--- src/common/axi_wr_pkg.sv ---
// Shared widths, response and burst codes and the address map of the AXI
// write interconnect. Every module takes it with a wildcard import.
package axi_wr_pkg;

    // Bus widths
    localparam int addr_width = 16;
    localparam int data_width = 32;
    localparam int strb_width = data_width / 8;
    localparam int id_width   = 4;

    // B response codes
    localparam logic [1:0] resp_okay   = 2'd0;
    localparam logic [1:0] resp_slverr = 2'd2;
    localparam logic [1:0] resp_decerr = 2'd3;

    localparam logic [1:0] burst_incr = 2'd1;

    // Client storage
    localparam int ram_words      = 256;
    localparam int ram_addr_width = $clog2(ram_words);
    localparam int reg_count      = 4;
    localparam int reg_addr_width = $clog2(reg_count);

    ////////////////////////////////////////
    // Region map with exclusive end addresses
    ////////////////////////////////////////
    localparam logic [addr_width-1:0] ram_base = 16'h0000;
    localparam logic [addr_width-1:0] ram_end  = 16'h0400;
    localparam logic [addr_width-1:0] reg_base = 16'h1000;
    localparam logic [addr_width-1:0] reg_end  = 16'h1010;

    // Router client indices
    localparam logic client_ram  = 1'b0;
    localparam logic client_regs = 1'b1;
    localparam int   num_clients = 2;

    localparam int num_hosts = 2;

    // Router FSM states
    localparam logic [1:0] rt_idle   = 2'd0;
    localparam logic [1:0] rt_active = 2'd1;
    localparam logic [1:0] rt_decerr = 2'd2;

endpackage
--- src/hw/axi_wr_regs.sv ---
// Four 32-bit control registers written over AXI bursts with strobes.
// The register contents leave the block as the ctrl outputs.
module axi_wr_regs
    import axi_wr_pkg::*;
(
    input  logic                  clk,
    input  logic                  rst_n,
    input  logic                  awvalid,
    output logic                  awready,
    input  logic [addr_width-1:0] awaddr,
    input  logic [7:0]            awlen,
    input  logic [id_width-1:0]   awid,
    input  logic                  wvalid,
    output logic                  wready,
    input  logic [data_width-1:0] wdata,
    input  logic [strb_width-1:0] wstrb,
    input  logic                  wlast,
    output logic                  bvalid,
    input  logic                  bready,
    output logic [1:0]            bresp,
    output logic [id_width-1:0]   bid,
    output logic [data_width-1:0] ctrl0, ctrl1, ctrl2, ctrl3
);

    logic [data_width-1:0]     regs_q [reg_count];
    logic                      w_phase;
    logic [reg_addr_width-1:0] word_addr;
    logic [7:0]                beats_left;
    logic                      w_fire;
    logic                      w_end;

    assign awready = !w_phase && !bvalid;
    assign wready  = w_phase;
    assign bresp   = resp_okay;
    assign w_fire  = wvalid && wready;
    assign w_end   = wlast || (beats_left == 8'd0);

    assign ctrl0 = regs_q[0];
    assign ctrl1 = regs_q[1];
    assign ctrl2 = regs_q[2];
    assign ctrl3 = regs_q[3];

    always_ff @(posedge clk) begin
        if (!rst_n) begin
            w_phase <= 1'b0;
            bvalid  <= 1'b0;
        end else if (awvalid && awready) begin
            w_phase <= 1'b1;
        end else if (w_fire && w_end) begin
            w_phase <= 1'b0;
            bvalid  <= 1'b1;
        end else if (bvalid && bready) begin
            bvalid <= 1'b0;
        end
    end

    // Word offset wraps within the four registers
    always_ff @(posedge clk) begin
        if (awvalid && awready) begin
            word_addr  <= awaddr[reg_addr_width+1:2];
            beats_left <= awlen;
            bid        <= awid;
        end else if (w_fire) begin
            word_addr  <= word_addr + 1'b1;
            beats_left <= beats_left - 1'b1;
        end
    end

    always_ff @(posedge clk) begin
        if (!rst_n) begin
            for (int r = 0; r < reg_count; r++) begin
                regs_q[r] <= '0;
            end
        end else if (w_fire) begin
            for (int b = 0; b < strb_width; b++) begin
                if (wstrb[b]) begin
                    regs_q[word_addr][8*b +: 8] <= wdata[8*b +: 8];
                end
            end
        end
    end

endmodule

--- config.mk ---
export PLATFORM = sky130hd
export DESIGN_NAME = axi_wr_regs
export DESIGN_NICKNAME = d
export VERILOG_FILES = /design/src/common/axi_wr_pkg.sv /design/src/hw/axi_wr_regs.sv
export SDC_FILE = /design/constraint.sdc
export NUM_CORES = 1
export LEC_CHECK = 0
export BUFFER_PORTS_ARGS = -buffer_cell sky130_fd_sc_hd__buf_2
export CORE_ASPECT_RATIO = 0.9
export CORE_MARGIN = 4
export CORE_UTILIZATION = 49
export DETAILED_ROUTE_END_ITERATION = 10
export GPL_TIMING_DRIVEN = 0
export PLACE_DENSITY = 0.89
export SLEW_MARGIN = 20
export SYNTH_ARGS = -nofsm -noshare
export SYNTH_HDL_FRONTEND = slang
export SYNTH_SLANG_ARGS = --single-unit
export TNS_END_PERCENT = 1
--- constraint.sdc ---
create_clock -name clk -period 3.1 [get_ports clk]
set_input_delay 0.62 -clock clk [delete_from_list [all_inputs] [get_ports clk]]
set_output_delay 0.62 -clock clk [all_outputs]
set_load 0.05 [all_outputs]
==> reports/qor.yml <==
outcome: "finished clean"
final_max_slew_viol_count: 0
gr-total-overflow: 0
async_flop_share_pct: 0
initial_utilization_pct: 49.95
pwr_density_cell_nw_per_um2: 632.2
dieArea_um2: 13450
finalWirelength_um: 13700
grt_pass1_vias: 3906
place_hpwl_um: 10510
dr.pass1.iters: 5
cts.path.max_buffers: 2
drtIter0Drc: 327
crit_path_top_delay_cell: "o21ai_0"
antenna_found_initial: 0
cpPeakStageDelay_ns: 0.80
end_kind: "flop"
hp-class: "input pin to flop"
finClkSkew_ns: 0.007373
fin_crit_sh_pct: 81.23
met3_length_um: 1363
cts_hold_buf: 0
max_clock_freq_mhz: 397.1
dr_wl_met2_um: 6900
synth_cell_types: 37
cts_setup_buffers: 0
grt_max_degree: 17
gp_congestion: 0.8675
finalHoldViolCount: 0
total_power_mw: 4.663
drive_above_1_share_pct: 36.63
wl_met1_um: 5165
clkTransAtPathRegs_ns: 0.06
start_kind: "flop"
clock-sinks: 144
die_h_um: 110.4
syn_area_um2: 5712
tns_ns: 0
top_layer_used: "met4"
critPathMaxFanout: 10
numPortBuffers: 190
track_usage_pct: 20.59
path_buf_inv: 2
crit_chain: "clkbuf_1 > nand3b_1 > or2_2 > buf_2 > o21ai_0"
ys_dominant_reg_cell: "edfxtp_1"
slew_headroom_pct: 31.96
maxCapViolCount: 0
drc: 0
clk_latency_ns: 0.41
rows: 37
rsz0062_at_grt: "no"
cts-root-buf: "clkbuf_16"
coreArea_um2: 11430
layout_min_cycle_time_ns: 2.518
placed_cell_area_um2: 6862
syn_inst: 395
postRouteAntennaNets: 0
yosysSeqAreaShare_pct: 75.36
wl_per_cell_um: 17.70
setup_viol: 0
syn_area_per_cell_um2: 14.46
cts_max_level: 4
vias: 3888
fin_nets: 677
leakage_nw: 3.213
peakVddDrop_v: 0.0003754
ys_seq_elements: 144
crit_arrival_ns: 2.54
area_growth_pct: 29.13
required_ns: 3.12
synth-edff-count: 142
post_cts_resized: 0
die_x_um: 121.8
pin_count: 207
via_per_inst: 5.023
cts_buffers: 17
tightest_slew_ns: 1.010
ys_warn_count: 0
cts_tree: "done"
crit_type: "flop to flop"
grt_first_pass_wirelength_um: 20840
crit_family: "compound AO/OA/AOI/OAI gates"
finalInstanceArea_um2: 7376
finalHoldWorstSlack_ns: 0.3810
==> cell usage after synthesis (2+ instances only) <==
master / number / share of area [%]
a31oi_1: 3 / 0.33
nand2b_1: 6 / 0.66
nand2_1: 27 / 1.8
a21oi_1: 3 / 0.26
xnor2_1: 4 / 0.61
buf_2: 3 / 0.26
clkbuf_1: 11 / 0.72
nor3b_1: 2 / 0.26
nor4_2: 2 / 0.44
nand3_1: 4 / 0.35
buf_4: 4 / 0.53
nor2_1: 34 / 2.2
and3_1: 18 / 2.0
inv_1: 7 / 0.46
nor4_1: 2 / 0.22
and2_1: 88 / 9.6
dfxtp_1: 2 / 0.70
o21ai_0: 11 / 0.96
nor3_1: 2 / 0.18
edfxtp_1: 142 / 75
ha_1: 2 / 0.44
nor2b_1: 2 / 0.22
or4_1: 2 / 0.26
==> power breakdown <==
part / internal, mW / switching (mW) / leakage (nW)
clock: 1.08 / 0.700 / 0.248
sequential: 2.25 / 0.0409 / 1.47
combinational: 0.132 / 0.466 / 1.49
==> worst register-to-register path: stages, from the launching register on <==
cell and delay (ns):
edfxtp_1 0.35, clkbuf_1 0.20, nand3b_1 0.28, or2_2 0.32, buf_2 0.19, o21ai_0 0.80
==> metrics by stage <==
stage | util (%) | setup slack [ns] | std cells
2_1_floorplan | - | 0.6667 | 396
3_3_place_gp | 60.01 | 0.4239 | 742
3_5_place_dp | 60.01 | 0.3214 | 742
4_1_cts | 64.48 | 0.4762 | 773
5_1_grt | 64.48 | 0.4012 | 773
6_report | 64.50 | 0.5819 | 774
==> cell families after synthesis <==
| logic type | Yosys count | share of synthesized area, % |
|---|---|---|
| adders and majority gates | 2 | 0.4380 |
| xor gates and xnor gates | 4 | 0.6133 |
| buffers and inverters | 26 | 2.059 |
| AOI/OAI and AO/OA | 21 | 2.147 |
| and+or+nand+nor | 197 | 19.32 |
| DFF | 144 | 75.36 |
| other | 1 | 0.06565 |
==> final cells by class <==
class / count / area [µm²]
diodes: 1 / 2.502
plain buffers: 19 / 91.34
clock buffers: 21 / 440.4
clock inverters: 10 / 71.32
fillers: 846 / 4059
inverters: 7 / 26.28
multi-input cells: 226 / 1294
flip-flops and latches: 144 / 4304
well taps: 156 / 195.2
repair buffers: 190 / 950.9
==> final timing paths <==
path / cells after the start / startpoint / slack (ns) / to
max: 5 / word_addr[0]$_DFFE_PP_ / 0.58 / regs_q[2][28]$_SDFFCE_PN0P_
min reg2reg: 2 / bvalid$_SDFFE_PN0P_ / 0.55 / bvalid$_SDFFE_PN0P_
min: 1 / awid[0] / 0.38 / bid[0]$_DFFE_PP_
max reg2reg: 5 / word_addr[0]$_DFFE_PP_ / 0.58 / regs_q[2][28]$_SDFFCE_PN0P_
==> sequential cells by signal, summed over array words and instances, names as in the netlist <==
signal      cells
bvalid          1
beats_left      8
wready          1
regs_q        128
bid             4
word_addr       2
==> routing by layer <==
metal	vias to the layer above	track usage (%)
met5	-	0
met4	0	7.543
met3	25	6.144
met2	210	34.72
met1	1838	24.93
li1	1815	-
==> placed cells by master (no fill, tap or decap), types with 3 or more instances in the layout <==
cell / n
a21oi_1: 3
a31oi_1: 3
and2_1: 88
and3_1: 18
buf_2: 193
buf_4: 4
clkbuf_1: 15
clkbuf_16: 17
clkinv_1: 5
clkinv_2: 3
edfxtp_1: 142
inv_1: 7
nand2_1: 27
nand2b_1: 6
nand3_1: 4
nor2_1: 34
o21ai_0: 6
o21ai_1: 5
xnor2_1: 4
Power figures use the tool's default switching activity.
