<file path="src/common/axi_wr_pkg.sv">
// Shared widths, response and burst codes and the address map of the AXI
// write interconnect. Every module takes it with a wildcard import.
package axi_wr_pkg;

    // Bus widths
    localparam int addr_width = 16;
    localparam int data_width = 32;
    localparam int strb_width = data_width / 8;
    localparam int id_width   = 4;

    // B response codes
    localparam logic [1:0] resp_okay   = 2'd0;
    localparam logic [1:0] resp_slverr = 2'd2;
    localparam logic [1:0] resp_decerr = 2'd3;

    localparam logic [1:0] burst_incr = 2'd1;

    // Client storage
    localparam int ram_words      = 256;
    localparam int ram_addr_width = $clog2(ram_words);
    localparam int reg_count      = 4;
    localparam int reg_addr_width = $clog2(reg_count);

    ////////////////////////////////////////
    // Region map with exclusive end addresses
    ////////////////////////////////////////
    localparam logic [addr_width-1:0] ram_base = 16'h0000;
    localparam logic [addr_width-1:0] ram_end  = 16'h0400;
    localparam logic [addr_width-1:0] reg_base = 16'h1000;
    localparam logic [addr_width-1:0] reg_end  = 16'h1010;

    // Router client indices
    localparam logic client_ram  = 1'b0;
    localparam logic client_regs = 1'b1;
    localparam int   num_clients = 2;

    localparam int num_hosts = 2;

    // Router FSM states
    localparam logic [1:0] rt_idle   = 2'd0;
    localparam logic [1:0] rt_active = 2'd1;
    localparam logic [1:0] rt_decerr = 2'd2;

endpackage
</file>
<file path="src/hw/axi_wr_arbiter.sv">
// Round-robin arbiter between the CPU and DMA write hosts. The winner owns
// the upstream write bus for a whole transaction, from AW to the B handshake.
module axi_wr_arbiter
    import axi_wr_pkg::*;
(
    input  logic                  clk,
    input  logic                  rst_n,
    // CPU host
    input  logic                  cpu_awvalid, cpu_wvalid, cpu_wlast, cpu_bready,
    output logic                  cpu_awready, cpu_wready, cpu_bvalid,
    input  logic [addr_width-1:0] cpu_awaddr,
    input  logic [7:0]            cpu_awlen,
    input  logic [2:0]            cpu_awsize,
    input  logic [1:0]            cpu_awburst,
    input  logic [id_width-1:0]   cpu_awid,
    input  logic [data_width-1:0] cpu_wdata,
    input  logic [strb_width-1:0] cpu_wstrb,
    output logic [1:0]            cpu_bresp,
    output logic [id_width-1:0]   cpu_bid,
    // DMA host
    input  logic                  dma_awvalid, dma_wvalid, dma_wlast, dma_bready,
    output logic                  dma_awready, dma_wready, dma_bvalid,
    input  logic [addr_width-1:0] dma_awaddr,
    input  logic [7:0]            dma_awlen,
    input  logic [2:0]            dma_awsize,
    input  logic [1:0]            dma_awburst,
    input  logic [id_width-1:0]   dma_awid,
    input  logic [data_width-1:0] dma_wdata,
    input  logic [strb_width-1:0] dma_wstrb,
    output logic [1:0]            dma_bresp,
    output logic [id_width-1:0]   dma_bid,
    // Upstream bus toward the router
    output logic                  up_awvalid, up_wvalid, up_wlast, up_bready,
    input  logic                  up_awready, up_wready, up_bvalid,
    output logic [addr_width-1:0] up_awaddr,
    output logic [7:0]            up_awlen,
    output logic [2:0]            up_awsize,
    output logic [1:0]            up_awburst,
    output logic [id_width-1:0]   up_awid,
    output logic [data_width-1:0] up_wdata,
    output logic [strb_width-1:0] up_wstrb,
    input  logic [1:0]            up_bresp,
    input  logic [id_width-1:0]   up_bid
);

    logic [num_hosts-1:0] req;
    logic                 busy;
    logic                 grant;
    logic                 last_winner;
    logic                 winner;

    assign req = {dma_awvalid, cpu_awvalid};

    // Both requesting means the host after the last winner goes first
    assign winner = (&req) ? !last_winner : req[1];

    always_ff @(posedge clk) begin
        if (!rst_n) begin
            busy        <= 1'b0;
            grant       <= 1'b0;
            last_winner <= 1'b1;
        end else if (!busy) begin
            if (|req) begin
                busy  <= 1'b1;
                grant <= winner;
            end
        end else if (up_bvalid && up_bready) begin
            busy        <= 1'b0;
            last_winner <= grant;
        end
    end

    ////////////////////////////////////////
    // Host to upstream mux
    ////////////////////////////////////////
    assign up_awvalid = busy && (grant ? dma_awvalid : cpu_awvalid);
    assign up_awaddr  = grant ? dma_awaddr : cpu_awaddr;
    assign up_awlen   = grant ? dma_awlen : cpu_awlen;
    assign up_awsize  = grant ? dma_awsize : cpu_awsize;
    assign up_awburst = grant ? dma_awburst : cpu_awburst;
    assign up_awid    = grant ? dma_awid : cpu_awid;
    assign up_wvalid  = busy && (grant ? dma_wvalid : cpu_wvalid);
    assign up_wdata   = grant ? dma_wdata : cpu_wdata;
    assign up_wstrb   = grant ? dma_wstrb : cpu_wstrb;
    assign up_wlast   = grant ? dma_wlast : cpu_wlast;
    assign up_bready  = busy && (grant ? dma_bready : cpu_bready);

    // Ready and B go back to the granted host only
    assign cpu_awready = busy && !grant && up_awready;
    assign cpu_wready  = busy && !grant && up_wready;
    assign cpu_bvalid  = busy && !grant && up_bvalid;
    assign dma_awready = busy && grant && up_awready;
    assign dma_wready  = busy && grant && up_wready;
    assign dma_bvalid  = busy && grant && up_bvalid;
    assign cpu_bresp   = up_bresp;
    assign cpu_bid     = up_bid;
    assign dma_bresp   = up_bresp;
    assign dma_bid     = up_bid;

endmodule

</file>
<file path="config.mk">
export PLATFORM = sky130hd
export DESIGN_NAME = axi_wr_arbiter
export DESIGN_NICKNAME = d
export VERILOG_FILES = /design/src/common/axi_wr_pkg.sv /design/src/hw/axi_wr_arbiter.sv
export SDC_FILE = /design/constraint.sdc
export NUM_CORES = 1
export LEC_CHECK = 0
export ABC_AREA = 1
export BUFFER_PORTS_ARGS = -buffer_cell sky130_fd_sc_hd__buf_2
export CAP_MARGIN = 20
export CORE_AREA = 2 2 95 97
export DETAILED_ROUTE_END_ITERATION = 10
export DIE_AREA = 0 0 97 99
export PLACE_DENSITY = 0.5
export SKIP_LAST_GASP = 1
export SLEW_MARGIN = 20
export SYNTH_ARGS = -nofsm -noshare
export SYNTH_HDL_FRONTEND = slang
export SYNTH_SLANG_ARGS = --single-unit
</file>
<file path="constraint.sdc">
create_clock -name clk -period 1.28 [get_ports clk]
set_clock_uncertainty 0.2 [all_clocks]
set_input_delay 0.256 -clock clk [delete_from_list [all_inputs] [get_ports clk]]
set_output_delay 0.256 -clock clk [all_outputs]
set_load 0.05 [all_outputs]
</file>
==> flow_summary.yaml <==
clock_network:
  clk_pin_slew_worst_paths_ns: 0.03
  cts.sinks: 3
  clock_path_buffers: 2
  numCtsBuffers: 3
  tritoncts: "yes"
  clock_tree.root_cell: "clkbuf_8"
  cts_max_level: 1
  clock_latency_ns: 0.22
route:
  drcViolationCount: 0
  drtPass1Iterations: 4
  ant_nets: 0
  wirelength_um: 7650
  drt_iter0_drc: 22
  met2_length_um: 4520
  routed_via_density: 4.11
  via_count: 2537
  wl_per_cell_um: 12.4
  wirelength_met1_um: 2560
  highest_layer: "met4"
  met3_length_um: 559
synthesis:
  synth_compound_area_frac: 0.0132
  synth_edf_count: 0
  synth_common_cells: "219 x nand2_1, 12 x buf_4, 8 x buf_6, 8 x inv_1, 7 x buf_2"
  ys_seq_elements: 3
  yosys.area.top_type: "nand2_1"
  synth-async-reset-ratio: 0
  ys_seq_area_frac: 0.0489
  synthTopCellsByArea: "nand2_1 67%, buf_4 7.3%, buf_6 7.3%"
  syn_nets: 434
  synth_mux_area_frac: 0
  syn_area_um2: 1230
  synth_cell_types: 14
  syn_inst: 277
  ys.flop_type: "dfxtp_1"
  synth_warnings: 0
  synth_xor_area_frac: 0
  synth_fa_ha_area_frac: 0
  yosys.area_share.simple: 0.732
  synth_top_family_by_area: "simple AND/OR/NAND/NOR gates"
  netlist.area_leader.share: 0.669
  yosysMostFrequentCell: "nand2_1"
  synth_area_per_cell_um2: 4.44
sta:
  slew_headroom: 0.891
  fin_crit_sh: 1.32
  setup_slack_ns: -0.407
  final.min_clock_period_ns: 1.69
  report.final.slew_viol_count: 0
  max_clock_freq_mhz: 593
  setup_violations: 82
  tightest_slew_ns: 0.163
  hold_viol: 0
  rsz0062_at_grt: "yes"
  holdWs_ns: 0.0854
finish:
  final_nets: 668
  utilization: 0.484
  drive_above_1_share: 0.741
  antenna_cells: 0
  area_growth_pct: 237
global_route:
  gr-total-overflow: 0
  track_usage: 0.145
  grt_pass1_vias: 2588
  grt_max_degree: 31
  grt_pass1_wl_um: 11700
  antenna_found_initial: 0
floorplanning:
  start_util: 0.144
  die_h_um: 99
  coreArea_um2: 8550
  die_area_um2: 9600
  placementRows: 34
  die_x_um: 97
  ios: 248
place:
  dpl.hpwl_um: 5690
  place_congestion: 0.840
  portBuffers: 229
power_and_ir_drop:
  leakage_nw: 2.22
  fin_total_pwr_mw: 2.88
  ir_worst_vdd_v: 0.000403
  pwr_density_cell_nw_per_um2: 695
outcome:
  violations: "negative setup slack"
  status: "finished, violations left"
setup_path:
  cp.required_ns: 0.82
  crit_type: "reg2out"
  start_kind: "register"
  critPathCaptureType: "primary output"
  crit_arrival_ns: 1.23
  cp_max_fo: 8
worst_hold_path:
  hold_class: "in2reg"
job:
  drv_cap: 0
-- metal layers --
metal,global-route usage,up-vias
met5,0,-
met4,0.0163,0
met3,0.0333,4
met2,0.300,132
met1,0.152,1122
li1,-,1279
-- worst paths after layout --
kind	startpoint	endpoint	slack [ns]	cells past startpoint
max	grant	up_awid[1]	-0.41	5
min	rst_n	grant	0.09	3
max reg2reg	grant	last_winner	-0.20	8
min reg2reg	last_winner	last_winner	0.26	2
-- sequential cells by signal, indices dropped and copies added (netlist names) --
register / count
busy: 1
grant: 1
last_winner: 1
-- critical path: stages (launching register included) --
cell and delay (ns):
dfxtp_4 0.40, buf_12 0.17, buf_16 0.12, nand2_1 0.09, nand2_4 0.08, buf_8 0.14
-- logic make-up after synthesis --
group / count (synthesis)
AND/OR/NAND/NOR: 234
flip-flops: 3
buffers and inverters: 37
AO/OA/AOI/OAI: 3
-- placed cells by master, fill, tap and decap left out, drive strengths merged --
| master | instances |
|---|---|
| a21oi | 2 |
| buf | 253 |
| clkbuf | 7 |
| dfxtp | 3 |
| inv | 10 |
| nand2 | 220 |
| nand3 | 7 |
| nor2 | 7 |
| o22ai | 1 |
-- what timing repair did --
| item | 4_1_cts | 5_1_grt |
|---|---|---|
| pin swaps | 6 | 4 |
| setup endpoints to repair | 81 | 82 |
| resized for setup | 201 | 47 |
| buffers inserted | 2 | 1 |
| gates cloned | 2 | 4 |
| hold buffers | 0 | 0 |
-- final cells by class --
| class | instances | area (µm²) |
|---|---|---|
| Sequential cell | 3 | 67.6 |
| Multi-Input combinational cell | 237 | 1650 |
| Timing Repair Buffer | 256 | 2200 |
| Inverter | 10 | 45.0 |
| Clock buffer | 4 | 45.0 |
| Fill cell | 841 | 4410 |
| Tap cell | 108 | 135 |
-- stage by stage --
step           setup WS [ns]  instances  instance area (µm²)  TNS (ns)
3_5_place_dp          -0.327        605                 3120    -20.42
2_1_floorplan         -0.124        277                 1860     -3.04
4_1_cts               -0.405        613                 3880    -30.11
5_1_grt               -0.452        618                 4140    -33.33
3_3_place_gp          -0.304        605                 3120    -19.33
6_report              -0.407        618                 4140    -28.82
-- power by group --
part / leakage [nW] / switching, mW / total, mW / internal [mW]
clock: 0.0228 / 0.0642 / 0.277 / 0.213
combinational: 2.17 / 1.45 / 2.49 / 1.04
sequential: 0.0260 / 0.0129 / 0.113 / 0.100
total: 2.22 / 1.53 / 2.88 / 1.35
Power figures use the tool's default switching activity.
