$ cat src/common/axi_wr_pkg.sv
// Shared widths, response and burst codes and the address map of the AXI
// write interconnect. Every module takes it with a wildcard import.
package axi_wr_pkg;

    // Bus widths
    localparam int addr_width = 16;
    localparam int data_width = 32;
    localparam int strb_width = data_width / 8;
    localparam int id_width   = 4;

    // B response codes
    localparam logic [1:0] resp_okay   = 2'd0;
    localparam logic [1:0] resp_slverr = 2'd2;
    localparam logic [1:0] resp_decerr = 2'd3;

    localparam logic [1:0] burst_incr = 2'd1;

    // Client storage
    localparam int ram_words      = 256;
    localparam int ram_addr_width = $clog2(ram_words);
    localparam int reg_count      = 4;
    localparam int reg_addr_width = $clog2(reg_count);

    ////////////////////////////////////////
    // Region map with exclusive end addresses
    ////////////////////////////////////////
    localparam logic [addr_width-1:0] ram_base = 16'h0000;
    localparam logic [addr_width-1:0] ram_end  = 16'h0400;
    localparam logic [addr_width-1:0] reg_base = 16'h1000;
    localparam logic [addr_width-1:0] reg_end  = 16'h1010;

    // Router client indices
    localparam logic client_ram  = 1'b0;
    localparam logic client_regs = 1'b1;
    localparam int   num_clients = 2;

    localparam int num_hosts = 2;

    // Router FSM states
    localparam logic [1:0] rt_idle   = 2'd0;
    localparam logic [1:0] rt_active = 2'd1;
    localparam logic [1:0] rt_decerr = 2'd2;

endpackage
$ cat src/axi_write_router/axi_write_router.sv
// 1-to-2 AXI write router. Decodes each AW address against the region map,
// rebases it for the RAM or the register block and answers misses with DECERR.
module axi_write_router
    import axi_wr_pkg::*;
(
    input  logic                   clk,
    input  logic                   rst_n,
    // Upstream slave port
    input  logic                   up_awvalid, up_wvalid, up_wlast, up_bready,
    output logic                   up_awready, up_wready, up_bvalid,
    input  logic [addr_width-1:0]  up_awaddr,
    input  logic [7:0]             up_awlen,
    input  logic [2:0]             up_awsize,
    input  logic [1:0]             up_awburst,
    input  logic [id_width-1:0]    up_awid,
    input  logic [data_width-1:0]  up_wdata,
    input  logic [strb_width-1:0]  up_wstrb,
    output logic [1:0]             up_bresp,
    output logic [id_width-1:0]    up_bid,
    // Client ports, handshakes per client and payload shared
    output logic [num_clients-1:0] dn_awvalid, dn_wvalid, dn_bready,
    input  logic [num_clients-1:0] dn_awready, dn_wready, dn_bvalid,
    output logic [addr_width-1:0]  dn_awaddr,
    output logic [7:0]             dn_awlen,
    output logic [2:0]             dn_awsize,
    output logic [1:0]             dn_awburst,
    output logic [id_width-1:0]    dn_awid,
    output logic [data_width-1:0]  dn_wdata,
    output logic [strb_width-1:0]  dn_wstrb,
    output logic                   dn_wlast,
    input  logic [1:0]             ram_bresp, regs_bresp,
    input  logic [id_width-1:0]    ram_bid, regs_bid
);

    logic [1:0]            state;
    logic                  sel;
    logic                  aw_done;
    logic                  w_done;
    logic [addr_width-1:0] addr_q;
    logic [id_width-1:0]   id_q;
    logic                  hit_ram;
    logic                  hit_regs;

    function automatic logic in_region(input logic [addr_width-1:0] a,
                                       input logic [addr_width-1:0] lo,
                                       input logic [addr_width-1:0] hi);
        return (a >= lo) && (a < hi);
    endfunction

    assign hit_ram  = in_region(up_awaddr, ram_base, ram_end);
    assign hit_regs = in_region(up_awaddr, reg_base, reg_end);

    // Address is the rebased copy, the rest passes straight through
    assign dn_awaddr  = addr_q;
    assign dn_awlen   = up_awlen;
    assign dn_awsize  = up_awsize;
    assign dn_awburst = up_awburst;
    assign dn_awid    = up_awid;
    assign dn_wdata   = up_wdata;
    assign dn_wstrb   = up_wstrb;
    assign dn_wlast   = up_wlast;

    ////////////////////////////////////////
    // Handshake steering
    ////////////////////////////////////////
    always_comb begin
        up_awready = 1'b0;
        up_wready  = 1'b0;
        up_bvalid  = 1'b0;
        up_bresp   = (sel == client_regs) ? regs_bresp : ram_bresp;
        up_bid     = (sel == client_regs) ? regs_bid : ram_bid;
        dn_awvalid = '0;
        dn_wvalid  = '0;
        dn_bready  = '0;
        case (state)
            rt_idle: begin
                // Misses are taken here, hits wait for ACTIVE
                up_awready = up_awvalid && !hit_ram && !hit_regs;
            end
            rt_active: begin
                dn_awvalid[sel] = up_awvalid && !aw_done;
                up_awready      = dn_awready[sel] && !aw_done;
                dn_wvalid[sel]  = up_wvalid && !w_done;
                up_wready       = dn_wready[sel] && !w_done;
                if (aw_done && w_done) begin
                    up_bvalid      = dn_bvalid[sel];
                    dn_bready[sel] = up_bready;
                end
            end
            rt_decerr: begin
                // Swallow the W beats, then answer
                up_wready = !w_done;
                up_bvalid = w_done;
                up_bresp  = resp_decerr;
                up_bid    = id_q;
            end
            default: begin
                up_bvalid = 1'b0;
            end
        endcase
    end

    always_ff @(posedge clk) begin
        if (!rst_n) begin
            state   <= rt_idle;
            aw_done <= 1'b0;
            w_done  <= 1'b0;
        end else begin
            if (state == rt_idle && up_awvalid) begin
                state <= (hit_ram || hit_regs) ? rt_active : rt_decerr;
            end
            if (state == rt_active && up_awvalid && up_awready) begin
                aw_done <= 1'b1;
            end
            if (state != rt_idle && up_wvalid && up_wready && up_wlast) begin
                w_done <= 1'b1;
            end
            if (up_bvalid && up_bready) begin
                state   <= rt_idle;
                aw_done <= 1'b0;
                w_done  <= 1'b0;
            end
        end
    end

    // Decode results held for the rest of the transaction
    always_ff @(posedge clk) begin
        if (state == rt_idle && up_awvalid) begin
            sel    <= hit_regs ? client_regs : client_ram;
            addr_q <= hit_regs ? up_awaddr - reg_base : up_awaddr - ram_base;
            id_q   <= up_awid;
        end
    end

endmodule

$ cat config.mk
export PLATFORM = sky130hd
export DESIGN_NAME = axi_write_router
export DESIGN_NICKNAME = d
export VERILOG_FILES = /design/src/common/axi_wr_pkg.sv /design/src/axi_write_router/axi_write_router.sv
export SDC_FILE = /design/constraint.sdc
export NUM_CORES = 1
export LEC_CHECK = 0
export BUFFER_PORTS_ARGS = -buffer_cell sky130_fd_sc_hd__buf_2
export CAP_MARGIN = 20
export CORE_ASPECT_RATIO = 1.1
export CORE_MARGIN = 2
export CORE_UTILIZATION = 32
export DETAILED_ROUTE_END_ITERATION = 10
export PLACE_DENSITY = 0.77
export SKIP_CTS_REPAIR_TIMING = 1
export SLEW_MARGIN = 20
export SYNTH_ARGS = -nofsm -noshare
export SYNTH_HDL_FRONTEND = slang
export SYNTH_SLANG_ARGS = --single-unit
$ cat constraint.sdc
create_clock -name clk -period 1.59 [get_ports clk]
set_input_delay 0.159 -clock clk [delete_from_list [all_inputs] [get_ports clk]]
set_output_delay 0.159 -clock clk [all_outputs]
set_load 0.05 [all_outputs]
==> metrics.csv <==
metric,value,unit
port_buffers,79,
netlist.area_leader.share,36.8,%
core,5100,µm²
critical_path_class,reg -> out,
via_count,1220,
fp.dieH,80.8,µm
rsz0062_at_grt,true,
wl_met1,1360,µm
cts_root_buf,clkbuf_8,
clock-sinks,25,
dpl_cell_area,1890,µm²
fillers,467,
dr.first_iter.drc_count,19,
dieArea,5960,µm²
grt_max_degree,18,
synth_area_leaders,"edfxtp_1 37%, buf_4 24%, dfxtp_1 4.7%",
final-hold-violation-count,0,
cts_tree,done,
synth-main-ff-cell,edfxtp_1,
comb_power_share,39.4,%
final_cell_area,2150,µm²
internal-power,1.23,mW
cts_buffers,3,
avgViaCountPerCell,4.47,
ys_seq_elements,25,
io_pins,178,
required,1.43,ns
drv_cap,0,
setup_violations,9,
finalPower,1.91,mW
fin_nets,301,
netSwitchingPower,0.687,mW
synth.largest_area_cell,edfxtp_1,
clk_pin_slew,0.08,ns
clock_skew,0.00406,ns
cp-end-kind,output pin,
cp.arrival,1.58,ns
slew_headroom,73.7,%
max_freq,0.575,GHz
dieWidth,73.8,µm
grt_pass1_wl,4790,µm
yosysSeqAreaShare,41.4,%
grt.overflow.total,0,
synthCells,160,
startpoint_type,flip-flop,
avgSynthCellArea,10.7,µm²
gp_congestion,0.862,
routed-wl-met2,1780,µm
ys_top_cells_by_count,"54 x buf_4, 21 x edfxtp_1, 10 x nand2_1, 10 x nor2_1",
synth-async-reset-ratio,0,%
max-clock-path-buffers,2,
mappedNetlistNets,259,
multi_input_comb_area,652,µm²
place_ws,-0.137,ns
path_max_fanout,3,
status,"finished, violations left",
wl_met3,322,µm
power_density,891,nW/µm²
grt_pass1_vias,1060,
drc_errors,0,
setup_slack,-0.149,ns
fin_crit,1.74,ns
yosys_warnings,0,
pwr-share-seq,41.6,%
grtUsageTotal,10.7,%
ant_nets,0,
layout.area.seq,713,µm²
drive_gt1_share,63.7,%
hpwl,2800,µm
yosysUniqueCellTypes,36,
top_layer,met4,
maxSlewViolCount,0,
drt-wirelength-per-cell,12.9,µm
fin_crit_sh,109,%
totalWireLength,3530,µm
start_util,33.6,%
area_delta_synth_final,25.2,%
n_antenna_cell,0,
clkLatencyLatePin,0.26,ns
vdd_drop_max,0.291,mV
drt_pre_antenna_iters,4,
cts_max_level,1,
leakage,0.922,nW
synth_most_common_cell,buf_4,
worst_hold_path_type,in -> reg,
tightestPinTransition,0.394,ns
antenna_found_initial,0,
netSwitchingFraction,35.9,%
std_cell_rows,27,
pwr-share-clk,19.0,%
synth_enable_flop_cells,21,
syn_area,1720,µm²
violations,setup timing,
==> stage by stage <==
stage / instances / TNS (ns) / util (%) / hold WS, ns
after floorplan: 160 / -1.73 / - / 0.258
after global placement: 265 / -0.0795 / 37.1 / 0.318
after detailed placement: 265 / -0.171 / 37.1 / 0.318
after CTS: 269 / -1.74 / 38.0 / 0.0762
after global routing: 273 / -1.01 / 42.1 / 0.0703
final: 273 / -0.483 / 42.1 / 0.0844
==> cell families after synthesis <==
kind of cell	Yosys count	synth area share (%)
buffers and inverters	63	26.1
AND/OR/NAND/NOR	36	12.2
flip-flops	25	41.4
AO/OA/AOI/OAI	22	10.9
multiplexers	7	4.45
adder cells (fa/ha/maj)	6	4.38
XOR/XNOR	1	0.511
==> path summary, 6_finish.rpt <==
path,startpoint,endpoint,slack [ns],cells past startpoint
setup / recovery,sel,up_bvalid,-0.15,5
setup reg to reg,sel,state[0],0.10,5
hold / removal,up_awid[1],id_q[1],0.08,1
hold reg to reg,state[1],state[1],0.48,2
==> power groups by stage <==
stage / Combinational (mW) / Clock (mW) / Sequential, mW
floorplan: 0.684 / 0 / 0.925
global placement: 0.647 / 0 / 0.807
detailed placement: 0.653 / 0 / 0.809
CTS: 0.654 / 0.383 / 0.794
global route: 0.798 / 0.419 / 0.802
finish: 0.754 / 0.364 / 0.796
==> cell usage in the layout (no fill, tap or decap), types with 4 or more instances in the layout <==
cell	count
buf_2	64
buf_4	11
buf_6	15
edfxtp_1	21
mux2i_1	4
nand2_1	8
nor2_1	9
nor3_2	4
o21ai_2	4
==> metal layers <==
metal / vias to the layer above / track usage (%)
li1: 577 / -
met1: 553 / 11.3
met2: 80 / 19.0
met3: 10 / 2.98
met4: 0 / 5.45
met5: - / 0
==> final cells by class <==
type	instances	share of cell area (%)
repair buffers	94	28.9
inverters	6	1.22
flip-flops and latches	25	33.2
clock buffers	4	2.10
multi-input cells	72	30.3
well taps	72	4.19
==> registers in the layout, summed over array words and instances, names as in the netlist <==
register,cells
id_q,4
dn_awaddr,16
w_done,1
aw_done,1
state,2
sel,1
==> worst max-delay path: stages (launching register included) <==
cell and delay, ns:
edfxtp_1 0.47, buf_6 0.17, mux2_4 0.30, a31oi_4 0.18
nor2_2 0.05, buf_6 0.15
Power figures use the tool's default switching activity.
